`src/include/ctcq_cfg.svh`:
```
// cache/tlb maintenance queue sizing and address field widths
`ifndef CTCQ_CFG_SVH
`define CTCQ_CFG_SVH

// queue depth
`define CTCQ_ENTRIES      6

// address widths
`define CTCQ_PA_WIDTH     40
`define CTCQ_VA_WIDTH     39
`define CTCQ_ASID_WIDTH   16

// stored address keeps pa bits 39 down to 4
`define CTCQ_ADDR_WIDTH   (`CTCQ_PA_WIDTH - 4)

// decoded invalidate fields
`define CTCQ_PTAG_WIDTH   (`CTCQ_PA_WIDTH - 12)
`define CTCQ_INDEX_WIDTH  6
`define CTCQ_TLB_VA_WIDTH (`CTCQ_VA_WIDTH - 12)

`endif
```
`src/verilog/ctcq_pkg.sv`:
```
// shared opcode and launch state types for the maintenance queue
`default_nettype none

package ctcq_pkg;

  // maintenance request opcodes
  typedef enum logic [2:0]
  {
    OP_ICACHE_ALL_INV   = 3'd0,
    OP_ICACHE_LINE_INV  = 3'd1,
    OP_TLB_ALL_INV      = 3'd2,
    OP_TLB_VA_ALL_INV   = 3'd3,
    OP_TLB_ASID_ALL_INV = 3'd4,
    OP_TLB_VA_ASID_INV  = 3'd5
  } ctc_op_e;

  // launch stage states
  typedef enum logic
  {
    PE_IDLE      = 1'b0,
    PE_WAIT_DONE = 1'b1
  } pe_state_e;

endpackage

`default_nettype wire

```
`src/verilog/ctcq_top.sv`:
```
// cache and tlb maintenance request queue for the lsu snoop path
`timescale 1ns/1ps
`default_nettype none
`include "ctcq_cfg.svh"

module ctcq_top
  import ctcq_pkg::*;
(
  input  wire                            ctcq_pe_clk,
  input  wire                            cpurst_b,
  input  logic                           create_en,
  input  ctc_op_e                        ctc_op,
  input  logic [`CTCQ_ASID_WIDTH-1:0]    ctc_asid,
  input  logic [`CTCQ_ADDR_WIDTH-1:0]    ctc_va_pa,
  input  logic [`CTCQ_ENTRIES-1:0]       oldest_index,
  input  logic                           cr_ready,
  input  logic                           icache_inv_done,
  input  logic                           tlb_inv_done,
  input  logic                           flush_dis,
  output logic                           cur_entry_empty,
  output logic                           cr_valid,
  output logic                           not_empty,
  output logic [`CTCQ_ENTRIES-1:0]       entry_vld,
  output logic                           icache_all_inv,
  output logic                           icache_line_inv,
  output logic [`CTCQ_INDEX_WIDTH-1:0]   icache_index,
  output logic [`CTCQ_PTAG_WIDTH-1:0]    icache_ptag,
  output logic                           tlb_all_inv,
  output logic                           tlb_va_all_inv,
  output logic                           tlb_asid_all_inv,
  output logic                           tlb_va_asid_inv,
  output logic [`CTCQ_ASID_WIDTH-1:0]    tlb_asid,
  output logic [`CTCQ_TLB_VA_WIDTH-1:0]  tlb_va,
  output logic                           flush_vld
);

  logic [`CTCQ_ENTRIES-1:0]                          pending;
  logic [`CTCQ_ENTRIES-1:0]                          launch_cmplt;
  logic [`CTCQ_ENTRIES-1:0]                          ent_icache_all_inv;
  logic [`CTCQ_ENTRIES-1:0]                          ent_icache_line_inv;
  logic [`CTCQ_ENTRIES-1:0][`CTCQ_INDEX_WIDTH-1:0]   ent_icache_index;
  logic [`CTCQ_ENTRIES-1:0][`CTCQ_PTAG_WIDTH-1:0]    ent_icache_ptag;
  logic [`CTCQ_ENTRIES-1:0]                          ent_tlb_all_inv;
  logic [`CTCQ_ENTRIES-1:0]                          ent_tlb_va_all_inv;
  logic [`CTCQ_ENTRIES-1:0]                          ent_tlb_asid_all_inv;
  logic [`CTCQ_ENTRIES-1:0]                          ent_tlb_va_asid_inv;
  logic [`CTCQ_ENTRIES-1:0][`CTCQ_ASID_WIDTH-1:0]    ent_tlb_asid;
  logic [`CTCQ_ENTRIES-1:0][`CTCQ_TLB_VA_WIDTH-1:0]  ent_tlb_va;

  ctcq_queue u_queue (
    .ctcq_pe_clk          (ctcq_pe_clk),
    .cpurst_b             (cpurst_b),
    .create_en            (create_en),
    .ctc_op               (ctc_op),
    .ctc_asid             (ctc_asid),
    .ctc_va_pa            (ctc_va_pa),
    .launch_cmplt         (launch_cmplt),
    .oldest_index         (oldest_index),
    .cr_ready             (cr_ready),
    .pending              (pending),
    .ent_icache_all_inv   (ent_icache_all_inv),
    .ent_icache_line_inv  (ent_icache_line_inv),
    .ent_icache_index     (ent_icache_index),
    .ent_icache_ptag      (ent_icache_ptag),
    .ent_tlb_all_inv      (ent_tlb_all_inv),
    .ent_tlb_va_all_inv   (ent_tlb_va_all_inv),
    .ent_tlb_asid_all_inv (ent_tlb_asid_all_inv),
    .ent_tlb_va_asid_inv  (ent_tlb_va_asid_inv),
    .ent_tlb_asid         (ent_tlb_asid),
    .ent_tlb_va           (ent_tlb_va),
    .cur_entry_empty      (cur_entry_empty),
    .cr_valid             (cr_valid),
    .not_empty            (not_empty),
    .entry_vld            (entry_vld)
  );

  ctcq_launch u_launch (
    .ctcq_pe_clk          (ctcq_pe_clk),
    .cpurst_b             (cpurst_b),
    .pending              (pending),
    .ent_icache_all_inv   (ent_icache_all_inv),
    .ent_icache_line_inv  (ent_icache_line_inv),
    .ent_icache_index     (ent_icache_index),
    .ent_icache_ptag      (ent_icache_ptag),
    .ent_tlb_all_inv      (ent_tlb_all_inv),
    .ent_tlb_va_all_inv   (ent_tlb_va_all_inv),
    .ent_tlb_asid_all_inv (ent_tlb_asid_all_inv),
    .ent_tlb_va_asid_inv  (ent_tlb_va_asid_inv),
    .ent_tlb_asid         (ent_tlb_asid),
    .ent_tlb_va           (ent_tlb_va),
    .icache_inv_done      (icache_inv_done),
    .tlb_inv_done         (tlb_inv_done),
    .flush_dis            (flush_dis),
    .launch_cmplt         (launch_cmplt),
    .icache_all_inv       (icache_all_inv),
    .icache_line_inv      (icache_line_inv),
    .icache_index         (icache_index),
    .icache_ptag          (icache_ptag),
    .tlb_all_inv          (tlb_all_inv),
    .tlb_va_all_inv       (tlb_va_all_inv),
    .tlb_asid_all_inv     (tlb_asid_all_inv),
    .tlb_va_asid_inv      (tlb_va_asid_inv),
    .tlb_asid             (tlb_asid),
    .tlb_va               (tlb_va),
    .flush_vld            (flush_vld)
  );

endmodule

`default_nettype wire

```
`src/verilog/ctcq_launch.sv`:
```
// launch stage sending one queued request at a time to icache or tlb
`timescale 1ns/1ps
`default_nettype none
`include "ctcq_cfg.svh"

module ctcq_launch
  import ctcq_pkg::*;
(
  input  wire                                              ctcq_pe_clk,
  input  wire                                              cpurst_b,
  input  logic [`CTCQ_ENTRIES-1:0]                         pending,
  input  logic [`CTCQ_ENTRIES-1:0]                         ent_icache_all_inv,
  input  logic [`CTCQ_ENTRIES-1:0]                         ent_icache_line_inv,
  input  logic [`CTCQ_ENTRIES-1:0][`CTCQ_INDEX_WIDTH-1:0]  ent_icache_index,
  input  logic [`CTCQ_ENTRIES-1:0][`CTCQ_PTAG_WIDTH-1:0]   ent_icache_ptag,
  input  logic [`CTCQ_ENTRIES-1:0]                         ent_tlb_all_inv,
  input  logic [`CTCQ_ENTRIES-1:0]                         ent_tlb_va_all_inv,
  input  logic [`CTCQ_ENTRIES-1:0]                         ent_tlb_asid_all_inv,
  input  logic [`CTCQ_ENTRIES-1:0]                         ent_tlb_va_asid_inv,
  input  logic [`CTCQ_ENTRIES-1:0][`CTCQ_ASID_WIDTH-1:0]   ent_tlb_asid,
  input  logic [`CTCQ_ENTRIES-1:0][`CTCQ_TLB_VA_WIDTH-1:0] ent_tlb_va,
  input  logic                                             icache_inv_done,
  input  logic                                             tlb_inv_done,
  input  logic                                             flush_dis,
  output logic [`CTCQ_ENTRIES-1:0]                         launch_cmplt,
  output logic                                             icache_all_inv,
  output logic                                             icache_line_inv,
  output logic [`CTCQ_INDEX_WIDTH-1:0]                     icache_index,
  output logic [`CTCQ_PTAG_WIDTH-1:0]                      icache_ptag,
  output logic                                             tlb_all_inv,
  output logic                                             tlb_va_all_inv,
  output logic                                             tlb_asid_all_inv,
  output logic                                             tlb_va_asid_inv,
  output logic [`CTCQ_ASID_WIDTH-1:0]                      tlb_asid,
  output logic [`CTCQ_TLB_VA_WIDTH-1:0]                    tlb_va,
  output logic                                             flush_vld
);

  pe_state_e                      pe_state;
  logic [`CTCQ_ENTRIES-1:0]       launch_ptr;
  logic                           sel_pending;
  logic                           inv_done;
  logic                           req_go;
  logic                           busy;
  logic [`CTCQ_INDEX_WIDTH-1:0]   sel_icache_index;
  logic [`CTCQ_PTAG_WIDTH-1:0]    sel_icache_ptag;
  logic [`CTCQ_ASID_WIDTH-1:0]    sel_tlb_asid;
  logic [`CTCQ_TLB_VA_WIDTH-1:0]  sel_tlb_va;
  logic [5:0]                     req_flags;

  //********************
  // entry select
  //********************
  assign sel_pending = |(pending & launch_ptr);

  // and-or mux over the one-hot launch pointer
  always_comb
  begin
    sel_icache_index = '0;
    sel_icache_ptag  = '0;
    sel_tlb_asid     = '0;
    sel_tlb_va       = '0;
    for (int i = 0; i < `CTCQ_ENTRIES; i++)
    begin
      sel_icache_index |= ent_icache_index[i] & {`CTCQ_INDEX_WIDTH{launch_ptr[i]}};
      sel_icache_ptag  |= ent_icache_ptag[i]  & {`CTCQ_PTAG_WIDTH{launch_ptr[i]}};
      sel_tlb_asid     |= ent_tlb_asid[i]     & {`CTCQ_ASID_WIDTH{launch_ptr[i]}};
      sel_tlb_va       |= ent_tlb_va[i]       & {`CTCQ_TLB_VA_WIDTH{launch_ptr[i]}};
    end
  end

  //********************
  // launch control
  //********************
  assign busy     = (pe_state == PE_WAIT_DONE);
  assign req_go   = (pe_state == PE_IDLE) & sel_pending;
  // done pulses outside a request are ignored
  assign inv_done = busy & (icache_inv_done | tlb_inv_done);

  always_ff @(posedge ctcq_pe_clk or negedge cpurst_b)
  begin
    if (!cpurst_b)
      pe_state <= PE_IDLE;
    else
    begin
      case (pe_state)
        PE_IDLE:      if (sel_pending) pe_state <= PE_WAIT_DONE;
        PE_WAIT_DONE: if (inv_done) pe_state <= PE_IDLE;
        default:      pe_state <= PE_IDLE;
      endcase
    end
  end

  always_ff @(posedge ctcq_pe_clk or negedge cpurst_b)
  begin
    if (!cpurst_b)
      launch_ptr <= {{(`CTCQ_ENTRIES-1){1'b0}}, 1'b1};
    else if (inv_done)
      launch_ptr <= {launch_ptr[`CTCQ_ENTRIES-2:0], launch_ptr[`CTCQ_ENTRIES-1]};
  end

  assign launch_cmplt = {`CTCQ_ENTRIES{inv_done}} & launch_ptr;

  // async flush, one cycle after done
  always_ff @(posedge ctcq_pe_clk or negedge cpurst_b)
  begin
    if (!cpurst_b)
      flush_vld <= 1'b0;
    else
      flush_vld <= inv_done & ~flush_dis;
  end

  //********************
  // held request
  //********************
  always_ff @(posedge ctcq_pe_clk)
  begin
    if (req_go)
    begin
      req_flags    <= {|(ent_icache_all_inv & launch_ptr),
                       |(ent_icache_line_inv & launch_ptr),
                       |(ent_tlb_all_inv & launch_ptr),
                       |(ent_tlb_va_all_inv & launch_ptr),
                       |(ent_tlb_asid_all_inv & launch_ptr),
                       |(ent_tlb_va_asid_inv & launch_ptr)};
      icache_index <= sel_icache_index;
      icache_ptag  <= sel_icache_ptag;
      tlb_asid     <= sel_tlb_asid;
      tlb_va       <= sel_tlb_va;
    end
  end

  // strobes are levels held until done
  assign icache_all_inv   = busy & req_flags[5];
  assign icache_line_inv  = busy & req_flags[4];
  assign tlb_all_inv      = busy & req_flags[3];
  assign tlb_va_all_inv   = busy & req_flags[2];
  assign tlb_asid_all_inv = busy & req_flags[1];
  assign tlb_va_asid_inv  = busy & req_flags[0];

endmodule

`default_nettype wire

```
`src/verilog/ctcq_queue.sv`:
```
// entry array with in-order create pointer and oldest-entry response return
`timescale 1ns/1ps
`default_nettype none
`include "ctcq_cfg.svh"

module ctcq_queue
  import ctcq_pkg::*;
(
  input  wire                                                ctcq_pe_clk,
  input  wire                                                cpurst_b,
  input  logic                                               create_en,
  input  ctc_op_e                                            ctc_op,
  input  logic [`CTCQ_ASID_WIDTH-1:0]                        ctc_asid,
  input  logic [`CTCQ_ADDR_WIDTH-1:0]                        ctc_va_pa,
  input  logic [`CTCQ_ENTRIES-1:0]                           launch_cmplt,
  input  logic [`CTCQ_ENTRIES-1:0]                           oldest_index,
  input  logic                                               cr_ready,
  output logic [`CTCQ_ENTRIES-1:0]                           pending,
  output logic [`CTCQ_ENTRIES-1:0]                           ent_icache_all_inv,
  output logic [`CTCQ_ENTRIES-1:0]                           ent_icache_line_inv,
  output logic [`CTCQ_ENTRIES-1:0][`CTCQ_INDEX_WIDTH-1:0]    ent_icache_index,
  output logic [`CTCQ_ENTRIES-1:0][`CTCQ_PTAG_WIDTH-1:0]     ent_icache_ptag,
  output logic [`CTCQ_ENTRIES-1:0]                           ent_tlb_all_inv,
  output logic [`CTCQ_ENTRIES-1:0]                           ent_tlb_va_all_inv,
  output logic [`CTCQ_ENTRIES-1:0]                           ent_tlb_asid_all_inv,
  output logic [`CTCQ_ENTRIES-1:0]                           ent_tlb_va_asid_inv,
  output logic [`CTCQ_ENTRIES-1:0][`CTCQ_ASID_WIDTH-1:0]     ent_tlb_asid,
  output logic [`CTCQ_ENTRIES-1:0][`CTCQ_TLB_VA_WIDTH-1:0]   ent_tlb_va,
  output logic                                               cur_entry_empty,
  output logic                                               cr_valid,
  output logic                                               not_empty,
  output logic [`CTCQ_ENTRIES-1:0]                           entry_vld
);

  logic [`CTCQ_ENTRIES-1:0] create_ptr;
  logic [`CTCQ_ENTRIES-1:0] entry_create;
  logic [`CTCQ_ENTRIES-1:0] entry_cmplt;
  logic [`CTCQ_ENTRIES-1:0] resp_index;
  logic [`CTCQ_ENTRIES-1:0] resp_accept;

  //********************
  // create pointer
  //********************
  // one-hot, rotates by one per created request
  always_ff @(posedge ctcq_pe_clk or negedge cpurst_b)
  begin
    if (!cpurst_b)
      create_ptr <= {{(`CTCQ_ENTRIES-1){1'b0}}, 1'b1};
    else if (create_en)
      create_ptr <= {create_ptr[`CTCQ_ENTRIES-2:0], create_ptr[`CTCQ_ENTRIES-1]};
  end

  assign entry_create    = {`CTCQ_ENTRIES{create_en}} & create_ptr;
  assign cur_entry_empty = |(create_ptr & ~entry_vld);
  assign not_empty       = |entry_vld;

  //********************
  // response return
  //********************
  assign resp_index  = entry_cmplt & oldest_index;
  assign cr_valid    = |resp_index;
  assign resp_accept = {`CTCQ_ENTRIES{cr_ready}} & resp_index;

  for (genvar i = 0; i < `CTCQ_ENTRIES; i++)
  begin : g_entry
    ctcq_entry u_entry (
      .ctcq_pe_clk      (ctcq_pe_clk),
      .cpurst_b         (cpurst_b),
      .create_en        (entry_create[i]),
      .ctc_op           (ctc_op),
      .ctc_asid         (ctc_asid),
      .ctc_va_pa        (ctc_va_pa),
      .launch_cmplt     (launch_cmplt[i]),
      .resp_accept      (resp_accept[i]),
      .vld              (entry_vld[i]),
      .cmplt            (entry_cmplt[i]),
      .pending          (pending[i]),
      .icache_all_inv   (ent_icache_all_inv[i]),
      .icache_line_inv  (ent_icache_line_inv[i]),
      .icache_index     (ent_icache_index[i]),
      .icache_ptag      (ent_icache_ptag[i]),
      .tlb_all_inv      (ent_tlb_all_inv[i]),
      .tlb_va_all_inv   (ent_tlb_va_all_inv[i]),
      .tlb_asid_all_inv (ent_tlb_asid_all_inv[i]),
      .tlb_va_asid_inv  (ent_tlb_va_asid_inv[i]),
      .tlb_asid         (ent_tlb_asid[i]),
      .tlb_va           (ent_tlb_va[i])
    );
  end

endmodule

`default_nettype wire

```
`src/verilog/ctcq_entry.sv`:
```
// single queue entry holding one maintenance request and its decoded fields
`timescale 1ns/1ps
`default_nettype none
`include "ctcq_cfg.svh"

module ctcq_entry
  import ctcq_pkg::*;
(
  input  wire                           ctcq_pe_clk,
  input  wire                           cpurst_b,
  input  logic                          create_en,
  input  ctc_op_e                       ctc_op,
  input  logic [`CTCQ_ASID_WIDTH-1:0]   ctc_asid,
  input  logic [`CTCQ_ADDR_WIDTH-1:0]   ctc_va_pa,
  input  logic                          launch_cmplt,
  input  logic                          resp_accept,
  output logic                          vld,
  output logic                          cmplt,
  output logic                          pending,
  output logic                          icache_all_inv,
  output logic                          icache_line_inv,
  output logic [`CTCQ_INDEX_WIDTH-1:0]  icache_index,
  output logic [`CTCQ_PTAG_WIDTH-1:0]   icache_ptag,
  output logic                          tlb_all_inv,
  output logic                          tlb_va_all_inv,
  output logic                          tlb_asid_all_inv,
  output logic                          tlb_va_asid_inv,
  output logic [`CTCQ_ASID_WIDTH-1:0]   tlb_asid,
  output logic [`CTCQ_TLB_VA_WIDTH-1:0] tlb_va
);

  ctc_op_e                     op;
  logic [`CTCQ_ASID_WIDTH-1:0] asid;
  logic [`CTCQ_ADDR_WIDTH-1:0] addr;

  // valid and complete tracking
  always_ff @(posedge ctcq_pe_clk or negedge cpurst_b)
  begin
    if (!cpurst_b)
    begin
      vld   <= 1'b0;
      cmplt <= 1'b0;
    end
    else if (create_en)
    begin
      vld   <= 1'b1;
      cmplt <= 1'b0;
    end
    else if (resp_accept)
    begin
      vld   <= 1'b0;
      cmplt <= 1'b0;
    end
    else if (launch_cmplt)
      cmplt <= 1'b1;
  end

  // request content
  always_ff @(posedge ctcq_pe_clk)
  begin
    if (create_en)
    begin
      op   <= ctc_op;
      asid <= ctc_asid;
      addr <= ctc_va_pa;
    end
  end

  assign pending = vld & ~cmplt;

  //********************
  // opcode decode
  //********************
  assign icache_all_inv   = (op == OP_ICACHE_ALL_INV);
  assign icache_line_inv  = (op == OP_ICACHE_LINE_INV);
  assign tlb_all_inv      = (op == OP_TLB_ALL_INV);
  assign tlb_va_all_inv   = (op == OP_TLB_VA_ALL_INV);
  assign tlb_asid_all_inv = (op == OP_TLB_ASID_ALL_INV);
  assign tlb_va_asid_inv  = (op == OP_TLB_VA_ASID_INV);

  // stored address holds pa[39:4], so the slices are shifted by 4
  assign icache_ptag  = addr[`CTCQ_ADDR_WIDTH-1 -: `CTCQ_PTAG_WIDTH];
  assign icache_index = addr[`CTCQ_INDEX_WIDTH+1:2];
  assign tlb_va       = addr[`CTCQ_TLB_VA_WIDTH+7:8];
  assign tlb_asid     = asid;

endmodule

`default_nettype wire

```
`config.mk`:
```
export PLATFORM = sky130hd
export DESIGN_NAME = ctcq_top
export DESIGN_NICKNAME = d
export VERILOG_FILES = /design/src/verilog/ctcq_pkg.sv /design/src/verilog/ctcq_top.sv /design/src/verilog/ctcq_launch.sv /design/src/verilog/ctcq_queue.sv /design/src/verilog/ctcq_entry.sv
export VERILOG_INCLUDE_DIRS = /design/src /design/src/include
export SDC_FILE = /design/constraint.sdc
export NUM_CORES = 1
export LEC_CHECK = 0
export BUFFER_PORTS_ARGS = -buffer_cell sky130_fd_sc_hd__buf_2
export CAP_MARGIN = 20
export CORE_MARGIN = 2
export CORE_UTILIZATION = 52
export CTS_BUF_LIST = sky130_fd_sc_hd__clkbuf_16
export DETAILED_ROUTE_END_ITERATION = 6
export PLACE_DENSITY = 0.77
export SLEW_MARGIN = 40
export SYNTH_ARGS = -nofsm -noshare
export SYNTH_HDL_FRONTEND = slang
export SYNTH_SLANG_ARGS = --single-unit
```
`constraint.sdc`:
```
create_clock -name ctcq_pe_clk -period 4.6 [get_ports ctcq_pe_clk]
set_input_delay 0 -clock ctcq_pe_clk [delete_from_list [all_inputs] [get_ports ctcq_pe_clk]]
set_output_delay 0 -clock ctcq_pe_clk [all_outputs]
set_load 0.05 [all_outputs]
```
==> flow_summary.yaml <==
synthesis:
  synth_seq_area_share: 0.813
  synth_area_leaders: "edfxtp_1, a22oi_1, dfrtp_1"
  syn_inst: 817
  synth-seq-cells: 400
  synth_top_cell_by_area: "edfxtp_1"
  syn_avg_cell_area_um2: 17.9
  ys.flop_type: "edfxtp_1"
  synthDistinctLibCells: 36
  syn-cell-area_mm2: 0.0146
  synthTopCellsByCount: "edfxtp_1, a22oi_1, nand3_1, buf_4, buf_2"
  synth_edf_count: 374
  syn_nets: 885
  yosys_warnings: 0
  synth_top_area_share: 0.768
  synth_most_common_cell: "edfxtp_1"
  asyncSetResetFlopFracSynth: 0.0650
power_and_ir_drop:
  p_total_uw: 7470
  ir_worst_vdd_mv: 0.227
  p_switching_uw: 1510
  p_int_uw: 5960
  p_leak_uw: 0.00583
  switching_share: 0.203
  power_density_mw_per_mm2: 426
  power_frac_seq: 0.568
  p_comb_frac: 0.045
  clkPwrFrac: 0.387
final_layout:
  stdcell_count: 1433
  n_fill_cell: 1940
  drive_gt1_frac: 0.236
  postLayoutCellArea_mm2: 0.0175
  nets: 1094
  syn_to_final_growth_pct: 19.9
sta:
  skew_ns: 0.0121
  worst_pin_slew_ns: 0.818
  fin_setup_tns_ns: 0
  fmax_mhz: 434
  rsz0062_at_grt: "no"
  maxSlewHeadroom: 0.455
  finalCritPeriodShare: 0.501
  fin_crit_ns: 2.31
  final-max-slew-violation-count: 0
  setup_viol: 0
  hold_viol_final: 0
  final.setup.worst_slack_ns: 2.29
floorplanning:
  initial_core_util: 0.528
  coreArea_mm2: 0.0277
  boundaryPins: 161
  dieArea_mm2: 0.0295
  die_x_um: 172
  die_h_um: 172
  rows: 61
cts:
  insertion_delay_ns: 0.51
  clockBufferDepth: 3
  cts_root_buffer: "clkbuf_16"
  path_clk_slew_ns: 0.06
  cts.sinks: 400
  htree_num_levels: 2
  cts_tree: "built"
  numCtsBuffers: 39
global_route:
  antenna_found_initial: 2
  first_global_vias: 8142
  track_usage: 0.207
  grt_max_degree: 58
  grt_pass1_wl_um: 45800
  overflow: 0
detailed_routing:
  wl_per_cell_um: 21.1
  viasPerCell: 5.67
  routed_wl_um: 30200
  postRouteAntennaNets: 0
  drt-initial-drc-count: 767
  vias: 8118
  drc: 0
  dr.pass1.iters: 4
setup_path:
  cp.arrival_ns: 2.45
  r2r_slack_ns: 2.29
  crit_path_end_kind: "register"
  crit_fanout: 56
  critPathLaunchType: "register"
  worstPathRequired_ns: 4.74
  r2r_cells: 3
  crit_type: "register to register"
placement:
  place_inst: 1295
  pre_cts_slack_ns: 2.15
  portBuffers: 158
  dpl.hpwl_um: 16400
  postPlaceCellArea_mm2: 0.0157
  gp_congestion: 0.868
run_status:
  status: "finished, final reports clean"
flow_run:
  maxCapViolations: 0
hold_path:
  whs_path_depth: 4
  hp-class: "primary input to register"
## flip-flops by register name, indices dropped and copies added, names as in the netlist, 6 cells and up
signal and count:
u_launch.tlb_va 26, u_queue.g_entry.u_entry.cmplt 6, u_queue.g_entry.u_entry.tlb_asid 96, u_queue.g_entry.u_entry.op 18
u_launch.launch_ptr 6, u_launch.tlb_asid 16, u_queue.create_ptr 6, u_launch.icache_index 6
u_launch.req_flags 6, u_queue.g_entry.u_entry.addr 204, u_queue.g_entry.u_entry.vld 6
## critical path, cell delays in order (launching register included)
cell and delay [ns]:
dfrtp_2 0.86, a31oi_1 0.30, a31oi_4 0.22, buf_6 0.53
## path summary, 6_finish.rpt
check | from | endpoint
max | u_launch.launch_ptr[3]$_DFFE_PN0P_ | u_launch.tlb_asid[7]$_DFFE_PP_
min | tlb_inv_done | u_queue.g_entry[3].u_entry.cmplt$_DFFE_PN0P_
max reg2reg | u_launch.launch_ptr[3]$_DFFE_PN0P_ | u_launch.tlb_asid[7]$_DFFE_PP_
min reg2reg | u_queue.create_ptr[0]$_DFFE_PN1P_ | u_queue.create_ptr[0]$_DFFE_PN1P_
max in group asynchronous | cpurst_b | u_launch.launch_ptr[2]$_DFFE_PN0P_
min in group asynchronous | cpurst_b | u_queue.g_entry[0].u_entry.vld$_DFFE_PN0N_
## cell usage in the layout, fill, tap and decap left out, types with 16 or more instances in the layout
cell / count
nand2_1: 20
nor2b_1: 16
nand3_1: 62
edfxtp_1: 374
dfrtp_1: 19
buf_2: 158
inv_1: 22
clkbuf_16: 41
a22oi_1: 161
dlygate4sd3_1: 68
## power by group through the flow
stage	sequential, µW	combinational, µW	clock (µW)
after global routing	4260	363	3080
after global placement	4310	256	0
final	4240	335	2890
after floorplan	4320	128	0
after detailed placement	4320	295	0
after CTS	4240	341	2950
## per-stage QoR
step	hold slack [ns]	util
after floorplan	-0.296	-
after global placement	0.0312	0.560
after detailed placement	0.0325	0.565
after CTS	0.00370	0.632
after global routing	0.0436	0.633
final	0.0293	0.633
## metal layers
| layer | GRT usage | up-vias | share of wire |
|---|---|---|---|
| met5 | 0 | - | 0 |
| met2 | 0.355 | 278 | 0.50 |
| met1 | 0.277 | 4117 | 0.43 |
| met3 | 0.0336 | 41 | 0.060 |
| met4 | 0.0567 | 0 | 0.018 |
| li1 | - | 3682 | - |
## area by class of cell
type | count | area, µm² | share of cell area
Timing Repair Buffer | 241 | 1690 | 0.0963
Sequential cell | 400 | 11900 | 0.678
Inverter | 11 | 41.3 | 0.00236
Clock buffer | 41 | 1030 | 0.0585
Antenna cell | 2 | 5.00 | 0.000286
Clock inverter | 27 | 144 | 0.00821
Tap cell | 378 | 473 | 0.0270
Multi-Input combinational cell | 333 | 2260 | 0.129
## cell families (layout without fill, tap and decap cells)
family / Yosys count / count (layout) / share of synthesized area
and+or+nand+nor: 133 / 133 / 0.0491
other: 0 / 2 / 0
buffers and inverters: 84 / 320 / 0.0346
AOI/OAI and AO/OA: 200 / 200 / 0.103
DFF: 400 / 400 / 0.813
## timing repair
action / CTS / global route
resized for setup: 0 / 0
setup buffers: 0 / 0
hold buffers: 68 / 0
hold endpoints to repair: 370 / 0
Power figures use the tool's default switching activity.
